### src/hw/sd_settings.svh
// global settings of the SD hub; SD_CLK_DIV must be at least 1
// SD_XFER_CYCLES is derived, so it is never edited by hand

`ifndef SD_SETTINGS_SVH
`define SD_SETTINGS_SVH

//////////////////////////////////////////////////
// spi timing
//////////////////////////////////////////////////

// fclk cycles per sdclk half period
`define SD_CLK_DIV 2

// bits per transfer, msb first
`define SD_BYTE_BITS 8

// start pulse to dataout update, in fclk cycles
`define SD_XFER_CYCLES (2 * `SD_BYTE_BITS * `SD_CLK_DIV + 1)

`endif

### src/hw/sd_pkg.sv
// shared types of the SD hub
// encodings are fixed widths, the lock block and shifter rely on them

package sd_pkg;

	// who may drive the card
	typedef enum logic [1:0]
	{
		OWN_ZX,
		OWN_AVR_WAIT,
		OWN_AVR
	} sd_owner_t;

	// byte shifter phases
	typedef enum logic [1:0]
	{
		SH_IDLE,
		SH_LOW,
		SH_HIGH
	} sd_shift_state_t;

	// side that started the transfer in flight
	typedef enum logic
	{
		SIDE_ZX,
		SIDE_AVR
	} sd_side_t;

endpackage

### src/hw/sd_lock_ctrl.sv
// card ownership, chip select and byte routing for the Z80 and AVR sides
// starts are single-cycle pulses; starts that are not accepted are dropped

`timescale 1ns/1ps

`include "sd_settings.svh"

module sd_lock_ctrl import sd_pkg::*;
(
	input  logic                     fclk,
	input  logic                     reset,

	// Z80 port side
	input  logic                     zx_sdcs_n_val,
	input  logic                     zx_sdcs_n_stb,
	input  logic                     zx_sd_start,
	input  logic [`SD_BYTE_BITS-1:0] zx_sd_datain,
	output logic [`SD_BYTE_BITS-1:0] zx_sd_dataout,

	// AVR side
	input  logic                     avr_lock_claim,
	output logic                     avr_lock_grant,
	input  logic                     avr_sdcs_n,
	input  logic                     avr_sd_start,
	input  logic [`SD_BYTE_BITS-1:0] avr_sd_datain,
	output logic [`SD_BYTE_BITS-1:0] avr_sd_dataout,

	// shifter
	output logic                     xfer_start,
	output logic [`SD_BYTE_BITS-1:0] xfer_txbyte,
	input  logic                     xfer_busy,
	input  logic                     xfer_done,
	input  logic [`SD_BYTE_BITS-1:0] xfer_rxbyte,

	// card chip select
	output logic                     sdcs_n
);

	sd_owner_t owner;
	sd_side_t  xfer_side;
	logic      zx_cs_n;

	logic      zx_owns;
	logic      avr_owns;
	logic      zx_accept;
	logic      avr_accept;

	//////////////////////////////////////////////////
	// start acceptance
	//////////////////////////////////////////////////

	// z80 keeps the card until the grant is actually given
	assign zx_owns  = (owner != OWN_AVR);
	assign avr_owns = (owner == OWN_AVR);

	assign zx_accept  = zx_sd_start  && zx_owns  && !xfer_busy;
	assign avr_accept = avr_sd_start && avr_owns && !xfer_busy;

	assign xfer_start  = zx_accept || avr_accept;
	assign xfer_txbyte = avr_accept ? avr_sd_datain : zx_sd_datain;

	//////////////////////////////////////////////////
	// owner register
	//////////////////////////////////////////////////

	always_ff @(posedge fclk)
	begin
		if (reset)
		begin
			owner <= OWN_ZX;
		end
		else
		begin
			case (owner)
				OWN_ZX:
				begin
					if (avr_lock_claim)
						owner <= OWN_AVR_WAIT;
				end
				OWN_AVR_WAIT:
				begin
					// a z80 byte starting now delays the grant by one transfer
					if (!avr_lock_claim)
						owner <= OWN_ZX;
					else if (!xfer_busy && !zx_accept)
						owner <= OWN_AVR;
				end
				OWN_AVR:
				begin
					if (!avr_lock_claim && !xfer_busy && !avr_accept)
						owner <= OWN_ZX;
				end
				default:
				begin
					owner <= OWN_ZX;
				end
			endcase
		end
	end

	assign avr_lock_grant = avr_owns;

	//////////////////////////////////////////////////
	// chip select
	//////////////////////////////////////////////////

	always_ff @(posedge fclk)
	begin
		if (reset)
			zx_cs_n <= 1'b1;
		else if (zx_sdcs_n_stb)
			zx_cs_n <= zx_sdcs_n_val;
	end

	assign sdcs_n = avr_owns ? avr_sdcs_n : zx_cs_n;

	//////////////////////////////////////////////////
	// received byte routing
	//////////////////////////////////////////////////

	always_ff @(posedge fclk)
	begin
		if (reset)
		begin
			xfer_side <= SIDE_ZX;
		end
		else if (xfer_start)
		begin
			xfer_side <= avr_accept ? SIDE_AVR : SIDE_ZX;
		end
	end

	// both dataouts read as idle bus after reset
	always_ff @(posedge fclk)
	begin
		if (reset)
		begin
			zx_sd_dataout  <= '1;
			avr_sd_dataout <= '1;
		end
		else if (xfer_done)
		begin
			if (xfer_side == SIDE_AVR)
				avr_sd_dataout <= xfer_rxbyte;
			else
				zx_sd_dataout <= xfer_rxbyte;
		end
	end

	//////////////////////////////////////////////////
	// checks
	//////////////////////////////////////////////////

	// grant may only move between transfers
	a_grant_stable: assert property (@(posedge fclk) disable iff (reset)
		$changed(avr_lock_grant) |-> !xfer_busy)
		else $error("avr_lock_grant changed during a transfer");

	// shifter takes every accepted start
	a_start_idle: assert property (@(posedge fclk) disable iff (reset)
		xfer_start |-> !xfer_busy ##1 xfer_busy)
		else $error("xfer_start while busy or not taken by the shifter");

endmodule

### src/hw/sd_shifter.sv
// SPI mode 0 byte shifter, msb first, full duplex
// sdclk half period is SD_CLK_DIV fclk cycles; sddo idles high between bytes

`timescale 1ns/1ps

`include "sd_settings.svh"

module sd_shifter import sd_pkg::*;
(
	input  logic                     fclk,
	input  logic                     reset,

	input  logic                     xfer_start,
	input  logic [`SD_BYTE_BITS-1:0] xfer_txbyte,
	output logic                     xfer_busy,
	output logic                     xfer_done,
	output logic [`SD_BYTE_BITS-1:0] xfer_rxbyte,

	output logic                     sdclk,
	output logic                     sddo,
	input  logic                     sddi
);

	localparam int HALF_W = (`SD_CLK_DIV > 1) ? $clog2(`SD_CLK_DIV) : 1;
	localparam int BIT_W  = (`SD_BYTE_BITS > 1) ? $clog2(`SD_BYTE_BITS) : 1;

	sd_shift_state_t          state;
	logic [HALF_W-1:0]        half_cnt;
	logic [BIT_W-1:0]         bit_cnt;
	logic [`SD_BYTE_BITS-1:0] tx_sh;
	logic [`SD_BYTE_BITS-1:0] rx_sh;

	logic                     half_end;
	logic                     last_bit;

	assign half_end = (half_cnt == HALF_W'(`SD_CLK_DIV - 1));
	assign last_bit = (bit_cnt == BIT_W'(`SD_BYTE_BITS - 1));

	//////////////////////////////////////////////////
	// phase machine
	//////////////////////////////////////////////////

	always_ff @(posedge fclk)
	begin
		if (reset)
		begin
			state    <= SH_IDLE;
			half_cnt <= '0;
			bit_cnt  <= '0;
			sdclk    <= 1'b0;
			tx_sh    <= '1;
		end
		else
		begin
			case (state)
				SH_IDLE:
				begin
					if (xfer_start)
					begin
						// msb goes out right away, first low phase follows
						state    <= SH_LOW;
						half_cnt <= '0;
						bit_cnt  <= '0;
						tx_sh    <= xfer_txbyte;
					end
				end
				SH_LOW:
				begin
					if (half_end)
					begin
						state    <= SH_HIGH;
						half_cnt <= '0;
						sdclk    <= 1'b1;
					end
					else
					begin
						half_cnt <= half_cnt + 1'b1;
					end
				end
				SH_HIGH:
				begin
					if (half_end)
					begin
						half_cnt <= '0;
						sdclk    <= 1'b0;
						// ones fill in behind, so sddo ends high
						tx_sh    <= {tx_sh[`SD_BYTE_BITS-2:0], 1'b1};
						if (last_bit)
						begin
							state <= SH_IDLE;
						end
						else
						begin
							state   <= SH_LOW;
							bit_cnt <= bit_cnt + 1'b1;
						end
					end
					else
					begin
						half_cnt <= half_cnt + 1'b1;
					end
				end
				default:
				begin
					state <= SH_IDLE;
					sdclk <= 1'b0;
				end
			endcase
		end
	end

	// sddi taken on the edge that raises sdclk
	always_ff @(posedge fclk)
	begin
		if (state == SH_LOW && half_end)
			rx_sh <= {rx_sh[`SD_BYTE_BITS-2:0], sddi};
	end

	assign sddo        = tx_sh[`SD_BYTE_BITS-1];
	assign xfer_busy   = (state != SH_IDLE);
	assign xfer_done   = (state == SH_HIGH) && half_end && last_bit;
	assign xfer_rxbyte = rx_sh;

	//////////////////////////////////////////////////
	// checks
	//////////////////////////////////////////////////

	a_idle_clk_low: assert property (@(posedge fclk) disable iff (reset)
		(state == SH_IDLE) |-> !sdclk)
		else $error("sdclk high while shifter idle");

	a_done_pulse: assert property (@(posedge fclk) disable iff (reset)
		xfer_done |=> !xfer_done)
		else $error("xfer_done longer than one cycle");

endmodule

### src/hw/sd_hub_top.sv
// SD card hub shared by the Z80 port side and the AVR
// one spi link, one byte in flight, AVR access only after the lock is granted

`timescale 1ns/1ps

module sd_hub_top import sd_pkg::*;
(
	input  logic       fclk,
	input  logic       reset,

	// Z80 port side
	input  logic       zx_sdcs_n_val,
	input  logic       zx_sdcs_n_stb,
	input  logic       zx_sd_start,
	input  logic [7:0] zx_sd_datain,
	output logic [7:0] zx_sd_dataout,

	// AVR side
	input  logic       avr_lock_claim,
	output logic       avr_lock_grant,
	input  logic       avr_sdcs_n,
	input  logic       avr_sd_start,
	input  logic [7:0] avr_sd_datain,
	output logic [7:0] avr_sd_dataout,

	// card
	output logic       sdcs_n,
	output logic       sdclk,
	output logic       sddo,
	input  logic       sddi
);

	// lock block to shifter
	logic       xfer_start;
	logic [7:0] xfer_txbyte;
	logic       xfer_busy;
	logic       xfer_done;
	logic [7:0] xfer_rxbyte;

	sd_lock_ctrl lock0
	(
		.fclk          (fclk          ),
		.reset         (reset         ),
		.zx_sdcs_n_val (zx_sdcs_n_val ),
		.zx_sdcs_n_stb (zx_sdcs_n_stb ),
		.zx_sd_start   (zx_sd_start   ),
		.zx_sd_datain  (zx_sd_datain  ),
		.zx_sd_dataout (zx_sd_dataout ),
		.avr_lock_claim(avr_lock_claim),
		.avr_lock_grant(avr_lock_grant),
		.avr_sdcs_n    (avr_sdcs_n    ),
		.avr_sd_start  (avr_sd_start  ),
		.avr_sd_datain (avr_sd_datain ),
		.avr_sd_dataout(avr_sd_dataout),
		.xfer_start    (xfer_start    ),
		.xfer_txbyte   (xfer_txbyte   ),
		.xfer_busy     (xfer_busy     ),
		.xfer_done     (xfer_done     ),
		.xfer_rxbyte   (xfer_rxbyte   ),
		.sdcs_n        (sdcs_n        )
	);

	sd_shifter shift0
	(
		.fclk       (fclk       ),
		.reset      (reset      ),
		.xfer_start (xfer_start ),
		.xfer_txbyte(xfer_txbyte),
		.xfer_busy  (xfer_busy  ),
		.xfer_done  (xfer_done  ),
		.xfer_rxbyte(xfer_rxbyte),
		.sdclk      (sdclk      ),
		.sddo       (sddo       ),
		.sddi       (sddi       )
	);

endmodule

### config.mk
export PLATFORM = sky130hd
export DESIGN_NAME = sd_hub_top
export DESIGN_NICKNAME = d
export VERILOG_FILES = /design/src/hw/sd_pkg.sv /design/src/hw/sd_lock_ctrl.sv /design/src/hw/sd_shifter.sv /design/src/hw/sd_hub_top.sv
export VERILOG_INCLUDE_DIRS = /design/src /design/src/hw
export SDC_FILE = /design/constraint.sdc
export NUM_CORES = 1
export LEC_CHECK = 0
export ABC_CLOCK_PERIOD_IN_PS = 5200
export BUFFER_PORTS_ARGS = -buffer_cell sky130_fd_sc_hd__buf_2
export CAP_MARGIN = 20
export CORE_AREA = 2 2 63 65
export DETAILED_ROUTE_END_ITERATION = 7
export DIE_AREA = 0 0 65 67
export GPL_TIMING_DRIVEN = 0
export PLACE_DENSITY_LB_ADDON = 0.1
export SYNTH_ARGS = -nofsm -noshare
export SYNTH_HDL_FRONTEND = slang
export SYNTH_SLANG_ARGS = --single-unit
### constraint.sdc
create_clock -name fclk -period 5.2 [get_ports fclk]
set_input_delay 0.78 -clock fclk [delete_from_list [all_inputs] [get_ports fclk]]
set_output_delay 0.78 -clock fclk [all_outputs]
set_load 0.1 [all_outputs]
==> results of run 1 <==
==> state kept, by name, indices dropped and copies added, names as in the netlist <==
name / cells
lock0.zx_sd_dataout: 8
lock0.zx_cs_n: 1
lock0.owner: 2
lock0.avr_sd_dataout: 8
shift0.xfer_rxbyte: 8
shift0.state: 2
shift0.half_cnt: 1
shift0.tx_sh: 8
lock0.xfer_side: 1
shift0.bit_cnt: 3
shift0.sdclk: 1
==> synth_stat cells (5+ instances only) <==
master                      n  share of area (%)
sky130_fd_sc_hd__a211o_1   17                7.6
sky130_fd_sc_hd__a21oi_1    9                2.3
sky130_fd_sc_hd__a221oi_1   7                3.1
sky130_fd_sc_hd__buf_2      5                1.3
sky130_fd_sc_hd__clkbuf_1   7                1.3
sky130_fd_sc_hd__dfxtp_1   35                 36
sky130_fd_sc_hd__edfxtp_1   8                 12
sky130_fd_sc_hd__ha_1       8                5.1
sky130_fd_sc_hd__inv_1      6                1.1
sky130_fd_sc_hd__mux2i_1    9                4.6
sky130_fd_sc_hd__nand2_1   29                5.5
sky130_fd_sc_hd__nand3b_1   9                3.4
sky130_fd_sc_hd__nor2_1     6                1.1
sky130_fd_sc_hd__nor2b_1   11                3.5
sky130_fd_sc_hd__o21ai_0    9                2.3
==> final cells by class <==
cell class | count | area, um2
Sequential cell | 43 | 941
Fill cell | 325 | 1280
Inverter | 6 | 22.5
Timing Repair Buffer | 43 | 215
Buffer | 14 | 70.1
Clock buffer | 6 | 72.6
Clock inverter | 2 | 12.5
Multi-Input combinational cell | 136 | 935
Tap cell | 48 | 60.1
==> metrics by stage <==
| stage | worst slack [ps] | std cells | power [mW] | instance area, um2 | hold slack (ps) |
|---|---|---|---|---|---|
| after floorplan | 2840 | 199 | 0.688 | 1970 | 436 |
| after global placement | 3020 | 290 | 0.760 | 2240 | 446 |
| after detailed placement | 3010 | 290 | 0.768 | 2240 | 449 |
| after CTS | 2870 | 298 | 0.971 | 2330 | 468 |
| after global routing | 2770 | 298 | 1.03 | 2330 | 482 |
| final | 2880 | 298 | 0.968 | 2330 | 469 |
==> routing by layer <==
metal / routed length (um) / GRT usage, %
met5: 0 / 0
met4: 44 / 6.38
met3: 212 / 5.07
met2: 1920 / 34.3
met1: 1960 / 27.8
==> cell families (layout without fill, tap and decap cells) <==
family / count (synthesis) / in the layout
AND/OR/NAND/NOR: 71 / 71
AO/OA/AOI/OAI: 47 / 47
adder cells (fa/ha/maj): 8 / 8
buffers and inverters: 20 / 71
multiplexers: 10 / 10
flip-flops: 43 / 43
==> critical path: cells and delay by family, from the launching register on <==
kind / cells / cell delay [ps]
muxes: 1 / 340
and+or+nand+nor: 1 / 210
buffers and inverters: 1 / 290
DFF: 1 / 410
==> power by group <==
group | total, mW | switching, mW | internal, mW
combinational | 0.343 | 0.209 | 0.134
sequential | 0.420 | 0.0325 | 0.387
clock | 0.206 | 0.112 | 0.0939
total | 0.968 | 0.353 | 0.615
==> worst paths after layout <==
check                                 end  slack (ps)
min          shift0.tx_sh[1]$_SDFFE_PP1P_         470
max reg2reg  shift0.tx_sh[1]$_SDFFE_PP1P_        3010
max                                sdcs_n        2880
min reg2reg  shift0.tx_sh[1]$_SDFFE_PP1P_         470
==> load_flow_metrics.sql, run 1 <==
INSERT INTO impl_metrics (metric_group, metric, value, unit) VALUES
('floorplanning', 'die_w', '65', 'um'),
('clocking', 'ctsHtreeMaxLevel', '2', ''),
('worst_setup_path', 'cp_slowest_cell', 'sky130_fd_sc_hd__dfxtp_1', ''),
('pwr', 'ir_worst_vdd', '0.271', 'mV'),
('layout', 'layout-drive-gt1-share', '24.4', '%'),
('worst_setup_path', 'worst_path_max_stage_delay', '410', 'ps'),
('worst_setup_path', 'worst_ep_arrival_time', '1540', 'ps'),
('global_route', 'first_global_vias', '1478', ''),
('logic_synthesis', 'post_synthesis_simple_gate_area_fraction', '20.0', '%'),
('layout', 'commonest_cells_after_routing_fill_and_taps_aside', '48 x sky130_fd_sc_hd__buf_2, 35 x sky130_fd_sc_hd__dfxtp_1, 29 x sky130_fd_sc_hd__nand2_1', ''),
('clocking', 'clock_tree.buffer_depth', '2', ''),
('floorplanning', 'die_outline_area', '0.00436', 'mm2'),
('worst_hold_path', 'min_path_cells', '1', ''),
('logic_synthesis', 'yosys.area_share.adder', '5.09', '%'),
('detailed_routing', 'dr_vias', '1641', ''),
('detailed_routing', 'vias_per_cell', '5.51', ''),
('global_route', 'grt_pass1_wl', '6890', 'um'),
('clocking', 'post_cts.resized_instances', '0', ''),
('timing', 'grt_setup_unrepaired', 'false', ''),
('worst_hold_path', 'hold_path.startpoint', 'shift0.tx_sh[1]$_SDFFE_PP1P_', ''),
('clocking', 'worst_setup_hold_path_clk_slew', '70', 'ps'),
('worst_setup_path', 'critical_path.reg2reg.startpoint', 'shift0.state[0]$_SDFFE_PP0P_', ''),
('logic_synthesis', 'share_of_the_synthesized_netlist_area_taken_by_xor_and_xnor_gates', '0', '%'),
('global_route', 'track_usage', '21.1', '%'),
('timing', 'achievable-frequency', '0.432', 'GHz'),
('run', 'max-cap-violations', '0', ''),
('timing', 'setup-violations-final', '0', ''),
('clocking', 'tritoncts.num_buffers', '5', ''),
('layout', 'final_common_cell', 'sky130_fd_sc_hd__buf_2', ''),
('clocking', 'cts_hold_buf', '0', ''),
('place', 'port_buffers', '43', ''),
('logic_synthesis', 'number_of_standard_cells_after_synthesis', '199', ''),
('worst_setup_path', 'startpoint_class', 'flip-flop', ''),
('logic_synthesis', 'syn_area_per_cell', '9.89', 'um2'),
('place', 'dp_hpwl', '3020', 'um'),
('place', 'place_congestion', '0.746', ''),
('logic_synthesis', 'synth_compound_area_share', '17.2', '%'),
('detailed_routing', 'detail_route.wl_per_cell', '13.9', 'um'),
('detailed_routing', 'drc', '0', ''),
('logic_synthesis', 'synth.area.mux_share', '5.15', '%'),
('timing', 'slew_viol_final', '0', ''),
('layout', 'final_core_density', '64.6', '%'),
('clocking', 'clkLatencyLatePin', '290', 'ps'),
('logic_synthesis', 'net_count_of_the_mapped_netlist', '232', ''),
('logic_synthesis', 'synth_seq_area_share', '47.8', '%'),
('pwr', 'leakagePower', '0.981', 'nW'),
('logic_synthesis', 'dominantRegCellSynth', 'sky130_fd_sc_hd__dfxtp_1', ''),
('worst_setup_path', 'ff2ff_path_depth', '8', ''),
('global_route', 'largest_net_degree_at_the_start_of_global_routing', '14', ''),
('detailed_routing', 'detail_route.first_pass.iterations', '4', ''),
('global_route', 'grt_overflow', '0', ''),
('layout', 'n_antenna_cell', '0', ''),
('worst_setup_path', 'critical_path.cell_chain', 'nor2b_4 -> mux2_2 -> buf_2', ''),
('detailed_routing', 'antenna_left', '0', ''),
('worst_setup_path', 'crit_required', '4420', 'ps'),
('worst_setup_path', 'timing.setup.critical_path_class', 'reg -> out', ''),
('timing', 'final_period_util', '44.6', '%'),
('floorplanning', 'num_rows', '22', ''),
('logic_synthesis', 'netlist_area_pre_place', '0.00197', 'mm2'),
('logic_synthesis', 'main_combinational_cell_family_by_area_after_synthesis', 'simple AND/OR/NAND/NOR gates', ''),
('worst_setup_path', 'critical_path.startpoint', 'lock0.owner[1]$_SDFFE_PP0P_', ''),
('floorplanning', 'dieHeight', '67', 'um'),
('clocking', 'ctsRootBufferMaster', 'sky130_fd_sc_hd__clkbuf_8', ''),
('status', 'run_status', 'finished, final reports clean', ''),
('detailed_routing', 'starting_drt_drc_count', '94', ''),
('timing', 'relSlewSlack', '67.4', '%'),
('timing', 'final-hold-violation-count', '0', ''),
('floorplanning', 'num_io_pins', '45', ''),
('timing', 'final.setup.tns', '0', 'ps'),
('clocking', 'cts_tree', 'done', ''),
('timing', 'finalCriticalPeriod', '2320', 'ps');
No activity file was read; power rests on OpenSTA's default activity.
==> run 2: changes to the inputs <==
--- a/config.mk
+++ b/config.mk
@@ -6,12 +6,12 @@
 export SDC_FILE = /design/constraint.sdc
 export NUM_CORES = 1
 export LEC_CHECK = 0
-export ABC_CLOCK_PERIOD_IN_PS = 5200
+export ABC_CLOCK_PERIOD_IN_PS = 1900
 export BUFFER_PORTS_ARGS = -buffer_cell sky130_fd_sc_hd__buf_2
 export CAP_MARGIN = 20
-export CORE_AREA = 2 2 63 65
+export CORE_AREA = 2 2 68 70
 export DETAILED_ROUTE_END_ITERATION = 7
-export DIE_AREA = 0 0 65 67
+export DIE_AREA = 0 0 70 72
 export GPL_TIMING_DRIVEN = 0
 export PLACE_DENSITY_LB_ADDON = 0.1
 export SYNTH_ARGS = -nofsm -noshare
==> constraint.sdc (replaced) <==
create_clock -name fclk -period 1.9 [get_ports fclk]
set_input_delay 0.285 -clock fclk [delete_from_list [all_inputs] [get_ports fclk]]
set_output_delay 0.285 -clock fclk [all_outputs]
set_load 0.1 [all_outputs]
==> load_flow_metrics.sql, run 2 (synthesis results as in run 1) <==
INSERT INTO impl_metrics (metric_group, metric, value, unit) VALUES
('floorplanning', 'num_io_pins', '45', ''),
('detailed_routing', 'vias_per_cell', '5.37', ''),
('layout', 'commonest_cells_after_routing_fill_and_taps_aside', '45 x sky130_fd_sc_hd__buf_2, 34 x sky130_fd_sc_hd__dfxtp_1, 28 x sky130_fd_sc_hd__nand2_1', ''),
('place', 'place_congestion', '0.769', ''),
('pwr', 'post-layout-total-power', '2.74', 'mW'),
('global_route', 'number_of_antenna_violations_at_the_first_check_in_global_routing', '0', ''),
('global_route', 'track_usage', '17.2', '%'),
('timing', 'achievable-frequency', '0.542', 'GHz'),
('timing', 'relSlewSlack', '63.9', '%'),
('detailed_routing', 'routed.top_layer', 'met4', ''),
('pwr', 'leakagePower', '0.998', 'nW'),
('clocking', 'cts_tree', 'done', ''),
('worst_setup_path', 'path_buf_inv', '2', ''),
('run', 'max-cap-violations', '0', ''),
('place', 'port_buffers', '43', ''),
('layout', 'fin_nets', '283', ''),
('detailed_routing', 'drt_wl_total', '4170', 'um'),
('floorplanning', 'num_rows', '24', ''),
('detailed_routing', 'dr_vias', '1626', ''),
('global_route', 'grt_pass1_wl', '6810', 'um'),
('worst_setup_path', 'cp_top_family', 'simple AND/OR/NAND/NOR gates', ''),
('clocking', 'cts_hold_buf', '0', ''),
('worst_setup_path', 'worst_ep_arrival_time', '2070', 'ps'),
('worst_setup_path', 'critical_path.endpoint_type', 'flip-flop', ''),
('floorplanning', 'die_outline_area', '0.00504', 'mm2'),
('worst_setup_path', 'crit_required', '2120', 'ps'),
('detailed_routing', 'drc', '0', ''),
('clocking', 'ctsHtreeMaxLevel', '2', ''),
('worst_setup_path', 'critical_path.cell_chain', 'inv_2 -> ha_4 -> nand2_1 -> o211a_1 -> buf_6 -> or4_1 -> a21oi_1', ''),
('detailed_routing', 'starting_drt_drc_count', '85', ''),
('detailed_routing', 'met3WireLength', '179', 'um'),
('timing', 'final-hold-violation-count', '0', ''),
('timing', 'fin_worst_skew', '6.53', 'ps'),
('clocking', 'ctsRootBufferMaster', 'sky130_fd_sc_hd__clkbuf_8', ''),
('worst_setup_path', 'worst_path_max_stage_delay', '500', 'ps'),
('place', 'dp_hpwl', '2990', 'um'),
('floorplanning', 'initial_utilization', '46.2', '%'),
('clocking', 'clock_sink_count', '43', ''),
('timing', 'slew_viol_final', '0', ''),
('floorplanning', 'die_w', '70', 'um'),
('timing', 'final.setup.tns', '0', 'ps'),
('clocking', 'clkLatencyLatePin', '300', 'ps'),
('clocking', 'tritoncts.num_buffers', '5', ''),
('timing', 'tightestPinTransition', '542', 'ps'),
('worst_setup_path', 'critical_path.reg2reg.startpoint', 'shift0.state[1]$_SDFFE_PP0P_', ''),
('layout', 'area_growth_syn_to_layout', '21.4', '%'),
('timing', 'final_period_util', '97.0', '%'),
('pwr', 'ir_worst_vdd', '0.638', 'mV'),
('floorplanning', 'coreArea', '0.00426', 'mm2'),
('detailed_routing', 'antenna_left', '0', ''),
('worst_hold_path', 'hold_path.startpoint', 'sddi', ''),
('floorplanning', 'dieHeight', '72', 'um'),
('timing', 'setup-violations-final', '0', ''),
('worst_setup_path', 'critical_path_peak_fanout', '10', ''),
('worst_setup_path', 'startpoint_class', 'flip-flop', ''),
('detailed_routing', 'detail_route.first_pass.iterations', '4', ''),
('global_route', 'first_global_vias', '1451', ''),
('detailed_routing', 'wl_met1', '2050', 'um'),
('timing', 'finalCriticalPeriod', '1840', 'ps'),
('global_route', 'grt_overflow', '0', ''),
('detailed_routing', 'detail_route.wl_per_cell', '13.7', 'um'),
('clocking', 'clock_tree.buffer_depth', '2', ''),
('worst_setup_path', 'critical_path.startpoint', 'shift0.state[1]$_SDFFE_PP0P_', ''),
('worst_hold_path', 'worst_hold_path_type', 'in -> reg', ''),
('pwr', 'power_per_cell_area', '1140', 'mW/mm2'),
('worst_setup_path', 'timing.setup.critical_path_class', 'reg -> reg', ''),
('global_route', 'largest_net_degree_at_the_start_of_global_routing', '14', ''),
('layout', 'final_common_cell', 'sky130_fd_sc_hd__buf_2', ''),
('status', 'run_status', 'finished, final reports clean', ''),
('worst_setup_path', 'cp_slowest_cell', 'sky130_fd_sc_hd__or4_1', ''),
('layout', 'n_antenna_cell', '0', ''),
('layout', 'layout-drive-gt1-share', '28.3', '%'),
('detailed_routing', 'met2RoutedLength', '1860', 'um'),
('clocking', 'worst_setup_hold_path_clk_slew', '80', 'ps');
-- run 2: cell count changes in the layout (fill, tap and decap cells not counted), moves of 2 or more --
cell	delta
sky130_fd_sc_hd__buf_2	-3
sky130_fd_sc_hd__buf_4	+4
sky130_fd_sc_hd__clkbuf_1	-2
sky130_fd_sc_hd__ha_1	-2
sky130_fd_sc_hd__inv_1	-2
sky130_fd_sc_hd__inv_2	+2
-- run 2: power breakdown --
part | switching (mW) | total, mW | internal, mW | leakage, nW
clock network | 0.320 | 0.577 | 0.257 | 0.0412
registers | 0.0926 | 1.15 | 1.06 | 0.358
logic | 0.588 | 1.00 | 0.416 | 0.599
total | 1.00 | 2.74 | 1.74 | 0.998
-- run 2: worst paths after layout --
path	slack [ps]	endpoint	cells past startpoint
max reg2reg	60	shift0.state[0]$_SDFFE_PP0P_	7
max	60	shift0.state[0]$_SDFFE_PP0P_	7
min	160	shift0.xfer_rxbyte[0]$_DFFE_PP_	1
min reg2reg	470	lock0.avr_sd_dataout[7]$_SDFFE_PP1P_	2
-- run 2: per-stage QoR --
stage	hold WS, ps	cells	area (um2)	worst slack, ps	utilization, %
global route	145	303	2390	-68.2	56.0
finish	164	303	2390	56.1	56.0
floorplan	384	199	1970	37.9	-
detailed placement	450	294	2250	-263	52.7
CTS	154	301	2350	39.6	55.2
global placement	446	294	2250	-261	52.7
-- run 2: timing repair --
item                       4_1_cts  5_1_grt
setup endpoints to repair       19       11
resized for setup               10        6
cloned                           0        0
setup buffers                    1        2
-- run 2: area by class of cell --
cell class	count	area (um2)
flip-flops and latches	43	942
repair buffers	46	238
fillers	408	1870
well taps	52	65.1
plain buffers	12	73.8
inverters	6	22.5
clock buffers	6	72.6
multi-input cells	136	963
clock inverters	2	12.5
-- run 2: routing by layer --
layer  track usage (%)  up-vias
li1                  -      819
met1              22.8      762
met2              27.6       38
met3              4.31        7
met4              5.77        0
met5                 0        -
